$ cat src/common/spi_regs_defs.svh
`ifndef SPI_REGS_DEFS_SVH
`define SPI_REGS_DEFS_SVH

// Frame width in SCLK edges
`define SPI_FRAME_BITS 16

// Implemented registers, higher addresses are invalid
`define SPI_REG_COUNT 6

// Field positions within a frame
// Bits 10 to 8 are reserved
`define SPI_OP_MSB   15
`define SPI_ADDR_MSB 13
`define SPI_DATA_MSB 7

`endif

$ cat src/common/spi_regs_pkg.sv
`include "spi_regs_defs.svh"

package spi_regs_pkg;

    // Frame opcodes
    typedef enum logic [1:0] {
        OP_NOP      = 2'd0,
        OP_WRITE    = 2'd1,
        OP_READ     = 2'd2,
        // ORs the data byte into the register
        OP_SET_BITS = 2'd3
    } spi_op_e;

    // Slave shifter states
    typedef enum logic [1:0] {
        IDLE          = 2'd0,
        TRANSFER      = 2'd1,
        WAIT_DEASSERT = 2'd2
    } spi_state_e;

    // Decoded command, decoder to register bank
    typedef struct packed {
        spi_op_e                op;
        logic [2:0]             addr;
        logic [`SPI_DATA_MSB:0] wdata;
        logic                   bad_addr;
    } spi_cmd_t;

    // Executed command, register bank to response builder
    typedef struct packed {
        spi_op_e                op;
        logic [2:0]             addr;
        logic                   error;
        logic [`SPI_DATA_MSB:0] rdata;
    } spi_result_t;

endpackage

$ cat src/rtl/spi_cmd_decoder.sv
`timescale 1ns/1ns
`include "spi_regs_defs.svh"

module spi_cmd_decoder
    import spi_regs_pkg::*;
(
    input  logic                       clock,
    input  logic                       reset,
    input  logic [`SPI_FRAME_BITS-1:0] rx_word,
    input  logic                       rx_valid,
    output spi_cmd_t                   cmd,
    output logic                       cmd_valid
);

    spi_op_e                op_field;
    logic [2:0]             addr_field;
    logic [`SPI_DATA_MSB:0] data_field;
    logic                   addr_invalid;

    // Field extraction, reserved bits dropped
    always_comb begin
        op_field   = spi_op_e'(rx_word[`SPI_OP_MSB -: $bits(spi_op_e)]);
        addr_field = rx_word[`SPI_ADDR_MSB -: 3];
        data_field = rx_word[`SPI_DATA_MSB:0];
    end

    // A NOP never touches a register, so any address is fine for it
    assign addr_invalid = (addr_field >= `SPI_REG_COUNT) && (op_field != OP_NOP);

    always_ff @(posedge clock) begin
        if (!reset) begin
            cmd       <= '0;
            cmd_valid <= 1'b0;
        end else begin
            cmd_valid <= rx_valid;
            if (rx_valid) begin
                cmd.op       <= op_field;
                cmd.addr     <= addr_field;
                cmd.wdata    <= data_field;
                cmd.bad_addr <= addr_invalid;
            end
        end
    end

endmodule

$ cat src/rtl/spi_reg_bank.sv
`timescale 1ns/1ns
`include "spi_regs_defs.svh"

module spi_reg_bank
    import spi_regs_pkg::*;
(
    input  logic                   clock,
    input  logic                   reset,
    input  spi_cmd_t               cmd,
    input  logic                   cmd_valid,
    output spi_result_t            result,
    output logic                   result_valid,
    output logic [`SPI_DATA_MSB:0] reg0
);

    logic [`SPI_DATA_MSB:0] regs [`SPI_REG_COUNT];

    logic                   addr_ok;
    logic                   reg_wr;
    logic [`SPI_DATA_MSB:0] cur_val;
    logic [`SPI_DATA_MSB:0] next_val;
    logic [`SPI_DATA_MSB:0] rdata;

    always_comb begin
        // Guards the array read for NOPs aimed at unused addresses
        addr_ok = (cmd.addr < `SPI_REG_COUNT);
        cur_val = addr_ok ? regs[cmd.addr] : '0;

        case (cmd.op)
            OP_WRITE:    next_val = cmd.wdata;
            OP_SET_BITS: next_val = cur_val | cmd.wdata;
            default:     next_val = cur_val;
        endcase

        reg_wr = cmd_valid && addr_ok && !cmd.bad_addr &&
                 ((cmd.op == OP_WRITE) || (cmd.op == OP_SET_BITS));

        // Value after the operation, zero for NOP and bad addresses
        if (cmd.bad_addr || !addr_ok || (cmd.op == OP_NOP)) begin
            rdata = '0;
        end else begin
            rdata = next_val;
        end
    end

    always_ff @(posedge clock) begin
        if (!reset) begin
            for (int i = 0; i < `SPI_REG_COUNT; i++) begin
                regs[i] <= '0;
            end
            result       <= '0;
            result_valid <= 1'b0;
        end else begin
            result_valid <= cmd_valid;
            if (cmd_valid) begin
                result.op    <= cmd.op;
                result.addr  <= cmd.addr;
                result.error <= cmd.bad_addr;
                result.rdata <= rdata;
            end
            if (reg_wr) begin
                regs[cmd.addr] <= next_val;
            end
        end
    end

    // Register 0 doubles as a control output
    assign reg0 = regs[0];

endmodule

$ cat src/rtl/spi_regs_top.sv
`timescale 1ns/1ns
`include "spi_regs_defs.svh"

module spi_regs_top
    import spi_regs_pkg::*;
(
    input  logic                   clock,
    input  logic                   reset,
    input  logic                   sclk,
    input  logic                   ss,
    input  logic                   mosi,
    input  logic                   clock_polarity,
    input  logic                   latching_edge,
    input  logic                   msb_first,
    input  logic                   ss_polarity,
    input  logic                   enable,
    output logic                   miso,
    output logic [`SPI_DATA_MSB:0] reg0
);

    logic [`SPI_FRAME_BITS-1:0] rx_word;
    logic                       rx_valid;
    spi_cmd_t                   cmd;
    logic                       cmd_valid;
    spi_result_t                result;
    logic                       result_valid;
    logic [`SPI_FRAME_BITS-1:0] tx_word;
    logic                       tx_valid;

    // Pin side, frames in and responses out
    spi_slave_shifter u_shifter (
        .clock          (clock),
        .reset          (reset),
        .sclk           (sclk),
        .ss             (ss),
        .mosi           (mosi),
        .clock_polarity (clock_polarity),
        .latching_edge  (latching_edge),
        .msb_first      (msb_first),
        .ss_polarity    (ss_polarity),
        .enable         (enable),
        .tx_word        (tx_word),
        .tx_valid       (tx_valid),
        .miso           (miso),
        .rx_word        (rx_word),
        .rx_valid       (rx_valid)
    );

    spi_cmd_decoder u_decoder (
        .clock     (clock),
        .reset     (reset),
        .rx_word   (rx_word),
        .rx_valid  (rx_valid),
        .cmd       (cmd),
        .cmd_valid (cmd_valid)
    );

    spi_reg_bank u_bank (
        .clock        (clock),
        .reset        (reset),
        .cmd          (cmd),
        .cmd_valid    (cmd_valid),
        .result       (result),
        .result_valid (result_valid),
        .reg0         (reg0)
    );

    // Response lands in the shifter three clocks after rx_valid
    spi_response_builder u_builder (
        .clock        (clock),
        .reset        (reset),
        .result       (result),
        .result_valid (result_valid),
        .tx_word      (tx_word),
        .tx_valid     (tx_valid)
    );

endmodule

$ cat src/rtl/spi_response_builder.sv
`timescale 1ns/1ns
`include "spi_regs_defs.svh"

module spi_response_builder
    import spi_regs_pkg::*;
(
    input  logic                       clock,
    input  logic                       reset,
    input  spi_result_t                result,
    input  logic                       result_valid,
    output logic [`SPI_FRAME_BITS-1:0] tx_word,
    output logic                       tx_valid
);

    // Frame sequence count, wraps every four results
    logic [1:0] seq_cnt;

    logic [`SPI_FRAME_BITS-1:0] resp_word;

    // Opcode, address, error, sequence, read data from MSB down
    assign resp_word = {result.op, result.addr, result.error, seq_cnt, result.rdata};

    always_ff @(posedge clock) begin
        if (!reset) begin
            seq_cnt  <= 2'd0;
            tx_word  <= '0;
            tx_valid <= 1'b0;
        end else begin
            tx_valid <= result_valid;
            if (result_valid) begin
                tx_word <= resp_word;
                seq_cnt <= seq_cnt + 2'd1;
            end
        end
    end

endmodule

$ cat src/spi_slave/spi_slave_shifter.sv
`timescale 1ns/1ns
`include "spi_regs_defs.svh"

module spi_slave_shifter
    import spi_regs_pkg::*;
(
    input  logic                       clock,
    input  logic                       reset,
    input  logic                       sclk,
    input  logic                       ss,
    input  logic                       mosi,
    input  logic                       clock_polarity,
    input  logic                       latching_edge,
    input  logic                       msb_first,
    input  logic                       ss_polarity,
    input  logic                       enable,
    input  logic [`SPI_FRAME_BITS-1:0] tx_word,
    input  logic                       tx_valid,
    output logic                       miso,
    output logic [`SPI_FRAME_BITS-1:0] rx_word,
    output logic                       rx_valid
);

    localparam int CNT_BITS = $clog2(`SPI_FRAME_BITS);

    // Bit reversal for MSB-first transfers
    function automatic logic [`SPI_FRAME_BITS-1:0] reverse_word(
        input logic [`SPI_FRAME_BITS-1:0] word
    );
        logic [`SPI_FRAME_BITS-1:0] rev;
        for (int i = 0; i < `SPI_FRAME_BITS; i++) begin
            rev[i] = word[`SPI_FRAME_BITS-1-i];
        end
        return rev;
    endfunction

    spi_state_e state;

    logic inner_ss;
    logic inner_sclk;
    logic ss_del;
    logic sclk_del;
    logic ss_polarity_del;

    logic ss_start;
    logic ss_end;
    logic sclk_rise;
    logic sclk_fall;
    logic last_bit;

    logic [CNT_BITS-1:0]        bit_cnt;
    logic [`SPI_FRAME_BITS-1:0] shift_reg;
    logic [`SPI_FRAME_BITS-1:0] tx_latched;

    // Conditioned SS is high while selected
    // Conditioned SCLK rises on the sampling edge in all four modes
    always_comb begin
        inner_ss   = ss_polarity ? ~ss : ss;
        inner_sclk = sclk ^ (clock_polarity ^ latching_edge);
    end

    // No frame start in the clock where the SS polarity flipped
    assign ss_start  = enable && inner_ss && !ss_del && (ss_polarity == ss_polarity_del);
    assign ss_end    = !inner_ss && ss_del;
    assign sclk_rise = inner_sclk && !sclk_del;
    assign sclk_fall = !inner_sclk && sclk_del;
    assign last_bit  = (bit_cnt == CNT_BITS'(`SPI_FRAME_BITS - 1));

    always_ff @(posedge clock) begin
        if (!reset) begin
            state           <= IDLE;
            ss_del          <= 1'b0;
            sclk_del        <= 1'b0;
            ss_polarity_del <= 1'b0;
            bit_cnt         <= '0;
            shift_reg       <= '0;
            tx_latched      <= '0;
            miso            <= 1'b0;
            rx_word         <= '0;
            rx_valid        <= 1'b0;
        end else begin
            ss_del          <= inner_ss;
            sclk_del        <= inner_sclk;
            ss_polarity_del <= ss_polarity;
            rx_valid        <= 1'b0;

            case (state)
                IDLE: begin
                    // Response word only taken between frames
                    if (tx_valid) begin
                        tx_latched <= msb_first ? reverse_word(tx_word) : tx_word;
                    end
                    if (ss_start) begin
                        state     <= TRANSFER;
                        bit_cnt   <= '0;
                        shift_reg <= '0;
                        miso      <= tx_latched[0];
                    end
                end

                TRANSFER: begin
                    if (sclk_rise) begin
                        shift_reg[bit_cnt] <= mosi;
                        bit_cnt            <= bit_cnt + 1'b1;
                        if (last_bit) begin
                            state <= WAIT_DEASSERT;
                        end
                    end
                    if (sclk_fall) begin
                        miso <= tx_latched[bit_cnt];
                    end
                end

                WAIT_DEASSERT: begin
                    if (ss_end) begin
                        rx_word  <= msb_first ? reverse_word(shift_reg) : shift_reg;
                        rx_valid <= 1'b1;
                        state    <= IDLE;
                    end
                end

                default: begin
                    state <= IDLE;
                end
            endcase
        end
    end

endmodule
$ cat config.mk
export PLATFORM = sky130hd
export DESIGN_NAME = spi_regs_top
export DESIGN_NICKNAME = d
export VERILOG_FILES = /design/src/common/spi_regs_pkg.sv /design/src/rtl/spi_cmd_decoder.sv /design/src/rtl/spi_reg_bank.sv /design/src/rtl/spi_regs_top.sv /design/src/rtl/spi_response_builder.sv /design/src/spi_slave/spi_slave_shifter.sv
export VERILOG_INCLUDE_DIRS = /design/src /design/src/common
export SDC_FILE = /design/constraint.sdc
export NUM_CORES = 1
export LEC_CHECK = 0
export ABC_CLOCK_PERIOD_IN_PS = 3700
export BUFFER_PORTS_ARGS = -buffer_cell sky130_fd_sc_hd__buf_2
export CORE_AREA = 2 2 112 114
export DETAILED_ROUTE_END_ITERATION = 8
export DIE_AREA = 0 0 114 116
export GPL_TIMING_DRIVEN = 1
export HOLD_SLACK_MARGIN = 0.12
export PLACE_DENSITY = 0.81
export SYNTH_ARGS = -nofsm -noshare
export SYNTH_HDL_FRONTEND = slang
export SYNTH_SLANG_ARGS = --single-unit
export TNS_END_PERCENT = 5
$ cat constraint.sdc
create_clock -name clock -period 3.7 [get_ports clock]
set_input_delay 0.185 -clock clock [delete_from_list [all_inputs] [get_ports clock]]
set_output_delay 0.185 -clock clock [all_outputs]
set_load 0.01 [all_outputs]
==> summary.txt, run 1 <==
Power
  – VDD IR max: 0.3079 mV
  – Total power draw: 3.969 mW
  – Leakage Power: 3.384 nW
  – Power per Cell Area: 470.0 nW/um2

Timing
  – Clk_skew: 0.006071 ns
  – Setup TNS: 0 ns
  – Worst-Margin Slew: 1.030 ns
  – RSZ-0062 raised after global routing: false
  – Final Slew Violations: 0
  – Min Clock Period, post-route: 2.696 ns
  – Worst slew margin: 0.3126
  – Tcrit/Tclk final: 0.7286
  – Final Setup Violations: 0
  – Hold Fails Final Rpt: 0
  – Fmax: 0.3709 GHz

Die
  – Core ar.: 11,910 um2
  – Ports: 19
  – Die X: 114 um
  – Total die area: 13,220 um2
  – Total number of placement rows: 40
  – Initial Utilization: 0.6423
  – Die Height: 116 um

Clocking
  – Root Driver: clkbuf_16
  – CTS clk-pin slew, worst paths: 0.06 ns
  – Cts bufs inserted: 17
  – Clk buf depth: 2
  – CTS tree: yes
  – H-Tree Depth: 4
  – Setup bufs post-CTS: 0
  – Worst-Skew Late Latency: 0.42 ns
  – CTS Sinks: 172

Detailed routing
  – Avg WL per Cell: 19.17 um
  – Iteration count of the initial detailed-routing pass: 6
  – Via/cell ratio: 5.994
  – Antenna-violating nets left: 0
  – DR vias: 4,939
  – Drc violations: 0
  – DRT Wirelength: 15.80 mm
  – Initial DRC Count: 381

Global route
  – GR Util met2: 0.4484
  – GRT met1 Usage: 0.3093
  – First-pass GRT wire length: 25.56 mm
  – Largest net degree at the start of global routing: 69
  – Initial antenna violation count: 0
  – Number of global-route vias before repair: 4,964
  – Tot GR Track Use: 0.2559
  – Most Used Layer, Global Route: met2
  – Met3 GRT Util: 0.05178
  – Grt total ovfl: 0

Layout
  – Share of cells above drive strength 1: 0.1507
  – Leading cell type in the layout, fill and taps excluded: dfxtp_1
  – Finished Cell Area: 8446 um2
  – Fin cells: 824
  – NumNets Final: 678
  – Commonest cells after routing, fill and taps aside: 108 x dfxtp_1, 80 x nor2_1, 80 x mux2i_1, 64 x edfxtp_1, 51 x nand2_1
  – Max reg flops: 64
  – Area added between synthesis and finish: 10.38%
  – Largest Register: u_bank.regs
  – Antenna Cells: 0
  – Final Util: 0.7090
  – Fill cells: 842

Logic synthesis
  – Synth Flop Type: dfxtp_1
  – Part of the Yosys area used for sequential elements: 0.5338
  – Post-synthesis instance area: 7651 um2
  – Syn_area_per_cell: 11.81 um2
  – Async S/R FF share, synth: 0
  – Cell count after synthesis: 648
  – Distinct cells, synth: 53
  – Post-synth EDFFs: 64
  – #FFs+latches synth: 172
  – Synth warn: 0

Worst setup path
  – Endpoint class of the critical path: flop
  – Critical Path Fanout Max: 11
  – Kind of critical path: reg2reg
  – Crit path arrival time: 2.76 ns
  – WP data required: 3.76 ns
  – CP Cell Sequence: nand4_2 > nor3_1 > nand2b_1 > nand2_1
  – Element type at the critical path start: flop
  – Slowest cell on the critical path: dfxtp_1
  – Worst Path Buf+Inv: 0
  – Crit path largest cell delay: 0.70 ns
  – CP delay by family, top: simple AND/OR/NAND/NOR gates

Placement
  – Placement-stage cell area: 7818 um2
  – Placed insts: 790
  – Port Buf Inserts: 18
  – Dpl hpwl: 10.18 mm
  – Gpl congestion: 0.8315

Hold path
  – Hold Path Class: in2reg

Run status
  – Status: complete, no violations

Flow run
  – Max cap viols: 0
-- timing repair --
item	4_1_cts	5_1_grt
gates resized for setup	0	0
hold buffers	2	0
hold endpoints to repair	2	0
-- cell families (layout without fill, tap and decap cells) --
logic type	count (synthesis)	after routing	share of synthesized area
AND/OR/NAND/NOR	224	224	0.1424
AO/OA/AOI/OAI	82	82	0.1027
buffers and inverters	51	65	0.03189
multiplexers	107	107	0.1724
flip-flops	172	172	0.5338
XOR/XNOR	7	7	0.009813
other	1	16	0.0004901
adder cells (fa/ha/maj)	4	4	0.006542
-- worst paths after layout --
| path | from | end | slack, ns | cells past startpoint |
|---|---|---|---|---|
| max | u_decoder.cmd_valid | u_bank.regs[0][4] | 1.00 | 4 |
| min | clock_polarity | u_shifter.sclk_del | 0.20 | 3 |
| max reg2reg | u_decoder.cmd_valid | u_bank.regs[0][4] | 1.00 | 4 |
| min reg2reg | u_shifter.miso | u_shifter.miso | 0.49 | 2 |
-- per-layer routing --
metal / part of all wire / wire length (um)
met1: 0.41 / 6454
met2: 0.52 / 8281
met5: 0 / 0
met3: 0.044 / 689
met4: 0.023 / 371
-- synthesized netlist by cell type (3+ instances only) --
cell type	count	area [um2]
clkbuf_1	27	101.4
nand2b_1	18	112.6
o21ai_0	18	90.09
dfxtp_1	108	2162
ha_1	4	50.05
buf_1	3	11.26
o211a_1	29	290.3
nor2_1	80	300.3
and2_1	8	50.05
nor3_1	7	35.03
mux2i_1	80	800.8
xnor2_1	3	26.28
xor2_1	3	26.28
a21boi_0	3	22.52
inv_1	5	18.77
nor2b_1	39	244.0
buf_2	9	45.04
a22oi_1	8	60.06
buf_6	5	56.30
nand3_1	3	15.01
edfxtp_1	64	1922
nand2_1	51	191.4
mux4_2	19	427.9
a22oi_4	8	170.2
o211ai_1	3	22.52
mux2_2	8	90.09
-- per-stage QoR --
stage / setup slack (ns) / hold WS (ns)
global placement: 1.124 / 0.4401
detailed placement: 1.078 / 0.4489
global route: 0.8797 / 0.2049
CTS: 1.052 / 0.1817
floorplan: 1.712 / 0.3067
finish: 1.004 / 0.1979
-- worst reg2reg max path, delay by kind of cell, from the launching register on --
kind | cells | cell delay [ns]
simple gates | 4 | 1.65
flops | 1 | 0.70
-- power by group --
part,switching (mW),internal (mW)
sequential,0.0188,2.00
clock,0.733,1.07
combinational,0.0875,0.0573
total,0.839,3.13
-- cell type report --
class,instances,area [um2],share of cell area
multi-input combinational,440,3385,0.4007
sequential,172,4084,0.4836
timing repair buffer,27,162.7,0.01926
clock inverter,12,130.1,0.01541
inverter,6,22.52,0.002667
tap,147,183.9,0.02178
clock buffer,20,478.0,0.05659
No activity file was read; power rests on OpenSTA's default activity.
==> run 2, diff against run 1 <==
--- a/config.mk
+++ b/config.mk
@@ -6,14 +6,14 @@
 export SDC_FILE = /design/constraint.sdc
 export NUM_CORES = 1
 export LEC_CHECK = 0
-export ABC_CLOCK_PERIOD_IN_PS = 3700
+export ABC_CLOCK_PERIOD_IN_PS = 2200
 export BUFFER_PORTS_ARGS = -buffer_cell sky130_fd_sc_hd__buf_2
-export CORE_AREA = 2 2 112 114
+export CORE_AREA = 2 2 120 122
 export DETAILED_ROUTE_END_ITERATION = 8
-export DIE_AREA = 0 0 114 116
+export DIE_AREA = 0 0 122 124
 export GPL_TIMING_DRIVEN = 1
 export HOLD_SLACK_MARGIN = 0.12
-export PLACE_DENSITY = 0.81
+export PLACE_DENSITY = 0.75
 export SYNTH_ARGS = -nofsm -noshare
 export SYNTH_HDL_FRONTEND = slang
 export SYNTH_SLANG_ARGS = --single-unit
==> constraint.sdc (replaced) <==
create_clock -name clock -period 2.2 [get_ports clock]
set_input_delay 0.11 -clock clock [delete_from_list [all_inputs] [get_ports clock]]
set_output_delay 0.11 -clock clock [all_outputs]
set_load 0.01 [all_outputs]
==> summary.txt, run 2 (synthesis gave the netlist of run 1 again) <==
Timing
  – Clk_skew: 0.007991 ns
  – Final Slew Violations: 0
  – Fmax: 0.4765 GHz
  – Worst-Margin Slew: 0.8377 ns
  – Tcrit/Tclk final: 0.9540
  – Worst slew margin: 0.4415
  – Hold Fails Final Rpt: 0
  – Min Clock Period, post-route: 2.099 ns
  – RSZ-0062 raised after global routing: false
  – Setup TNS: 0 ns
  – Final Setup Violations: 0

Global route
  – First-pass GRT wire length: 25.56 mm
  – Tot GR Track Use: 0.2250
  – Number of global-route vias before repair: 4,898
  – Grt total ovfl: 0
  – Initial antenna violation count: 0
  – Largest net degree at the start of global routing: 80

Layout
  – Area of the multi-input gates: 3385 um2
  – FF/Latch Area: 4084 um2
  – Largest Register: u_bank.regs
  – Fill cells: 1,045
  – Finished Cell Area: 8632 um2
  – Antenna Cells: 0
  – Area added between synthesis and finish: 12.82%
  – Max reg flops: 64
  – Fin cells: 876
  – NumNets Final: 697
  – Share of cells above drive strength 1: 0.1652
  – Commonest cells after routing, fill and taps aside: 108 x dfxtp_1, 80 x nor2_1, 80 x mux2i_1, 64 x edfxtp_1, 51 x nand2_1
  – Leading cell type in the layout, fill and taps excluded: dfxtp_1

Detailed routing
  – Antenna-violating nets left: 0
  – Via/cell ratio: 5.689
  – DRT Wirelength: 15.80 mm
  – Initial DRC Count: 562
  – Iteration count of the initial detailed-routing pass: 5
  – Drc violations: 0
  – Avg WL per Cell: 18.04 um
  – DR vias: 4,984

Placement
  – Placed insts: 839
  – Port Buf Inserts: 18
  – Dpl hpwl: 10.36 mm
  – Placement-stage cell area: 8004 um2
  – Gpl congestion: 0.8263

Hold path
  – Hold path cells: 3
  – Worst Hold End: u_shifter.sclk_del
  – Hold_sp: latching_edge
  – Hold Path Class: in2reg

Power
  – Leakage Power: 3.456 nW
  – Total power draw: 6.606 mW
  – Power per Cell Area: 765.3 nW/um2
  – VDD IR max: 0.5779 mV

Worst setup path
  – Reg2reg setup slack: 0.10 ns
  – Worst r2r dst: u_bank.regs[5][2]
  – CP delay by family, top: multiplexers
  – Critical Path Fanout Max: 14
  – Element type at the critical path start: flop
  – Endpoint class of the critical path: flop
  – Worst Path Buf+Inv: 1
  – Crit path arrival time: 2.27 ns
  – WP data required: 2.37 ns
  – CP Cell Sequence: buf_12 > mux4_2 > mux2_2 > a22oi_4 > nor2_1
  – Slowest cell on the critical path: mux4_2
  – R2R cell count: 5
  – Kind of critical path: reg2reg
  – Crit path largest cell delay: 0.51 ns

Clocking
  – Root Driver: clkbuf_16
  – Clk buf depth: 2
  – Setup bufs post-CTS: 0
  – CTS tree: yes
  – Worst-Skew Late Latency: 0.43 ns
  – Cts bufs inserted: 17
  – H-Tree Depth: 4
  – CTS Sinks: 172
  – CTS clk-pin slew, worst paths: 0.07 ns

Die
  – Die X: 122 um
  – Core ar.: 13,720 um2
  – Total die area: 15,130 um2
  – Total number of placement rows: 43
  – Die Height: 124 um
  – Initial Utilization: 0.5577
  – Ports: 19

Run status
  – Status: complete, no violations

Flow run
  – Max cap viols: 0
## run 2: cell count changes in the layout (fill, tap and decap cells not counted), sizes merged
cell         delta
buf            +16
clkinv          +1
clkinvlp        +1
dlygate4sd3     +3
inv             -2
## run 2: timing repair
action,CTS,global route
hold buffers,5,0
endpoints found under the hold margin,14,0
resized for setup,0,0
## run 2: worst register-to-register path, stage by stage, from the launching register on
cell and delay, ns:
dfxtp_1 0.44, buf_12 0.21, mux4_2 0.52, mux2_2 0.31, a22oi_4 0.24, nor2_1 0.12
## run 2: stage by stage
stage / worst slack (ns) / utilization / hold WS, ns
2_1_floorplan: 0.2121 / - / 0.2317
3_3_place_gp: 0.1879 / 0.5834 / 0.3659
3_5_place_dp: 0.1175 / 0.5834 / 0.3867
4_1_cts: 0.08299 / 0.6292 / 0.1579
5_1_grt: 0.001220 / 0.6292 / 0.1972
6_report: 0.1011 / 0.6292 / 0.1690
## run 2: worst max-delay path by stage
stage / from / endpoint / slack, ns / cells after the start
2_1_floorplan: u_decoder.cmd[11] / u_bank.regs[4][0] / 0.21 / 6
3_3_place_gp: flop / u_bank.regs[6][5] / 0.19 / 5
3_5_place_dp: flop / u_bank.regs[7][2] / 0.12 / 5
4_1_cts: flop / u_bank.regs[5][2] / 0.08 / 5
5_1_grt: flop / u_bank.regs[5][2] / 0.001 / 5
6_report: flop / u_bank.regs[5][2] / 0.10 / 5
## run 2: area by class of cell
| class | instances | share of cell area |
|---|---|---|
| sequential | 172 | 0.4731 |
| inverter | 6 | 0.002609 |
| clock inverter | 12 | 0.01638 |
| clock buffer | 20 | 0.05059 |
| tap | 180 | 0.02609 |
| multi-input combinational | 440 | 0.3921 |
| timing repair buffer | 46 | 0.03914 |
## run 2: power by group
| part | switching, mW | internal (mW) | total (mW) |
|---|---|---|---|
| clock | 1.28 | 1.69 | 2.96 |
| combinational | 0.146 | 0.104 | 0.250 |
| sequential | 0.0312 | 3.36 | 3.39 |
## run 2: routing by layer
metal,share of wire,routed length [um],GRT usage
met1,0.43,6840,0.2863
met2,0.47,7499,0.3659
met3,0.057,900,0.04487
met4,0.035,559,0.1171
met5,0,0,0
==> run 3, diff against run 2 <==
--- a/config.mk
+++ b/config.mk
@@ -8,13 +8,14 @@
 export LEC_CHECK = 0
 export ABC_CLOCK_PERIOD_IN_PS = 2200
 export BUFFER_PORTS_ARGS = -buffer_cell sky130_fd_sc_hd__buf_2
-export CORE_AREA = 2 2 120 122
+export CORE_AREA = 2 2 115 117
 export DETAILED_ROUTE_END_ITERATION = 8
-export DIE_AREA = 0 0 122 124
+export DIE_AREA = 0 0 117 119
 export GPL_TIMING_DRIVEN = 1
 export HOLD_SLACK_MARGIN = 0.12
-export PLACE_DENSITY = 0.75
+export PLACE_DENSITY = 0.74
 export SYNTH_ARGS = -nofsm -noshare
 export SYNTH_HDL_FRONTEND = slang
+export SYNTH_HIERARCHICAL = 1
 export SYNTH_SLANG_ARGS = --single-unit
 export TNS_END_PERCENT = 5
==> summary.txt, run 3 <==
Hold path
  – Hold Path Class: in2reg

Die
  – Die X: 117 um
  – Total number of placement rows: 42
  – Total die area: 13,920 um2
  – Core ar.: 12,870 um2
  – Die Height: 119 um
  – Ports: 19
  – Initial Utilization: 0.5304

Worst setup path
  – Slowest cell on the critical path: dlygate4sd3_1
  – Crit path largest cell delay: 0.53 ns
  – Kind of critical path: in2reg
  – Crit path arrival time: 2.33 ns
  – WP data required: 2.49 ns
  – Reg2reg setup slack: 0.21 ns
  – Worst r2r dst: u_shifter/shift_reg[0]
  – Endpoint class of the critical path: flop
  – CP endpoint: u_shifter/shift_reg[0]
  – R2R cell count: 5
  – Crit path launch: ss_polarity
  – Critical Path Fanout Max: 10
  – Element type at the critical path start: primary input
  – Reg-to-Reg Start: u_shifter/state[1]
  – CP Cell Sequence: dlygate4sd3_1 > buf_2 > or3b_1 > a21oi_4 > o211ai_1 > o311ai_0 > o41ai_1

Clocking
  – Cts bufs inserted: 17
  – Root Driver: clkbuf_16
  – CTS tree: yes
  – Clk buf depth: 2
  – Worst-Skew Late Latency: 0.42 ns
  – H-Tree Depth: 4
  – Resized cells post-CTS: 0
  – CTS clk-pin slew, worst paths: 0.06 ns
  – CTS Sinks: 153

Logic synthesis
  – Post-synthesis instance area: 6829 um2
  – Synthesized Nets: 634
  – Synth warn: 6
  – Syn_area_per_cell: 11.01 um2
  – Cell count after synthesis: 620

Detailed routing
  – Antenna-violating nets left: 0
  – DRT Wirelength: 14.47 mm
  – Via/cell ratio: 5.788
  – Iteration count of the initial detailed-routing pass: 5
  – Initial DRC Count: 509
  – Drc violations: 0
  – DR vias: 4,804
  – Avg WL per Cell: 17.43 um

Flow run
  – Max cap viols: 0

Placement
  – Gpl congestion: 0.8531
  – Placement-stage cell area: 7144 um2
  – Dpl hpwl: 9.672 mm
  – Port Buf Inserts: 18

Layout
  – Finished Cell Area: 7786 um2
  – Largest Register: u_bank/regs
  – Commonest cells after routing, fill and taps aside: 105 x dfxtp_1, 90 x mux2i_1, 56 x nor2_1, 49 x nand2_1, 48 x edfxtp_1
  – NumNets Final: 655
  – Share of cells above drive strength 1: 0.1422
  – Antenna Cells: 0
  – Leading cell type in the layout, fill and taps excluded: dfxtp_1
  – Area added between synthesis and finish: 14.02%
  – Max reg flops: 48
  – FF/Latch Area: 3543 um2
  – Fill cells: 1,023
  – Area of the multi-input gates: 2998 um2

Power
  – Sw Pwr: 1.329 mW
  – Power per Cell Area: 799.3 nW/um2
  – Sequential Power Share: 0.480
  – Switching share of total power: 0.2135
  – VDD IR max: 0.5665 mV
  – Total power draw: 6.223 mW
  – P_int: 4.894 mW
  – Leakage Power: 3.058 nW
  – Clk pwr share: 0.478
  – Comb power frac: 0.042

Timing
  – Min Clock Period, post-route: 2.039 ns
  – Setup TNS: 0 ns
  – Clk_skew: 0.006694 ns
  – Worst-Margin Slew: 0.6538 ns
  – Fmax: 0.4904 GHz
  – Worst slew margin: 0.5635
  – Tcrit/Tclk final: 0.9269
  – Final Slew Violations: 0
  – Final Setup Violations: 0
  – RSZ-0062 raised after global routing: false
  – Hold Fails Final Rpt: 0

Global route
  – Grt total ovfl: 0
  – Largest net degree at the start of global routing: 95
  – Initial antenna violation count: 0
  – First-pass GRT wire length: 23.63 mm
  – Number of global-route vias before repair: 4,674
  – Tot GR Track Use: 0.2216

Run status
  – Status: complete, no violations
run 3: final cells by class:
cell class	count	area share
Inverter	6	0.002892
Timing Repair Buffer	52	0.05014
Multi-Input combinational cell	411	0.3850
Clock buffer	24	0.06476
Sequential cell	153	0.4551
Clock inverter	8	0.01382
Tap cell	176	0.02828
run 3: repair_timing:
item                      CTS  global route
hold endpoints to repair    4             0
hold buffers                3             0
setup buffers               0             0
run 3: power groups by stage:
stage                     Combinational [mW]  Clock (mW)  Sequential, mW
after CTS                              0.263        3.01            2.99
after floorplan                        0.194           0            3.03
final                                  0.263        2.97            2.99
after global routing                   0.286        3.15            2.99
after global placement                 0.249           0            3.05
after detailed placement               0.257           0            3.05
run 3: worst min-delay path by stage:
stage / end / slack [ns] / cells after the start / startpoint
2_1_floorplan: u_shifter/ss_polarity_del / 0.23 / 1 / ss_polarity
3_3_place_gp: u_shifter/ss_polarity_del / 0.36 / 2 / ss_polarity
3_5_place_dp: u_shifter/ss_polarity_del / 0.38 / 2 / ss_polarity
4_1_cts: u_shifter/sclk_del / 0.14 / 3 / sclk
5_1_grt: u_shifter/sclk_del / 0.17 / 3 / sclk
6_report: u_shifter/sclk_del / 0.15 / 3 / sclk
run 3: per-stage QoR:
step / instances / util / hold slack, ns / setup slack, ns
4_1_cts: 830 / 0.6048 / 0.1358 / 0.1922
3_3_place_gp: 795 / 0.5549 / 0.3637 / 0.3123
3_5_place_dp: 795 / 0.5549 / 0.3837 / 0.2212
6_report: 830 / 0.6048 / 0.1485 / 0.1609
5_1_grt: 830 / 0.6048 / 0.1721 / 0.006194
2_1_floorplan: 620 / - / 0.2317 / 0.03982
run 3: per-layer routing:
layer	GRT usage	wire, um
met3	0.05598	685
met5	0	0
met2	0.3584	7082
met1	0.2873	6484
met4	0.07794	219
run 3: worst max-delay path, delay by kind of cell:
kind | cells | cell delay [ns]
simple gates | 1 | 0.41
compound gates | 4 | 1.12
buf+inv | 2 | 0.68
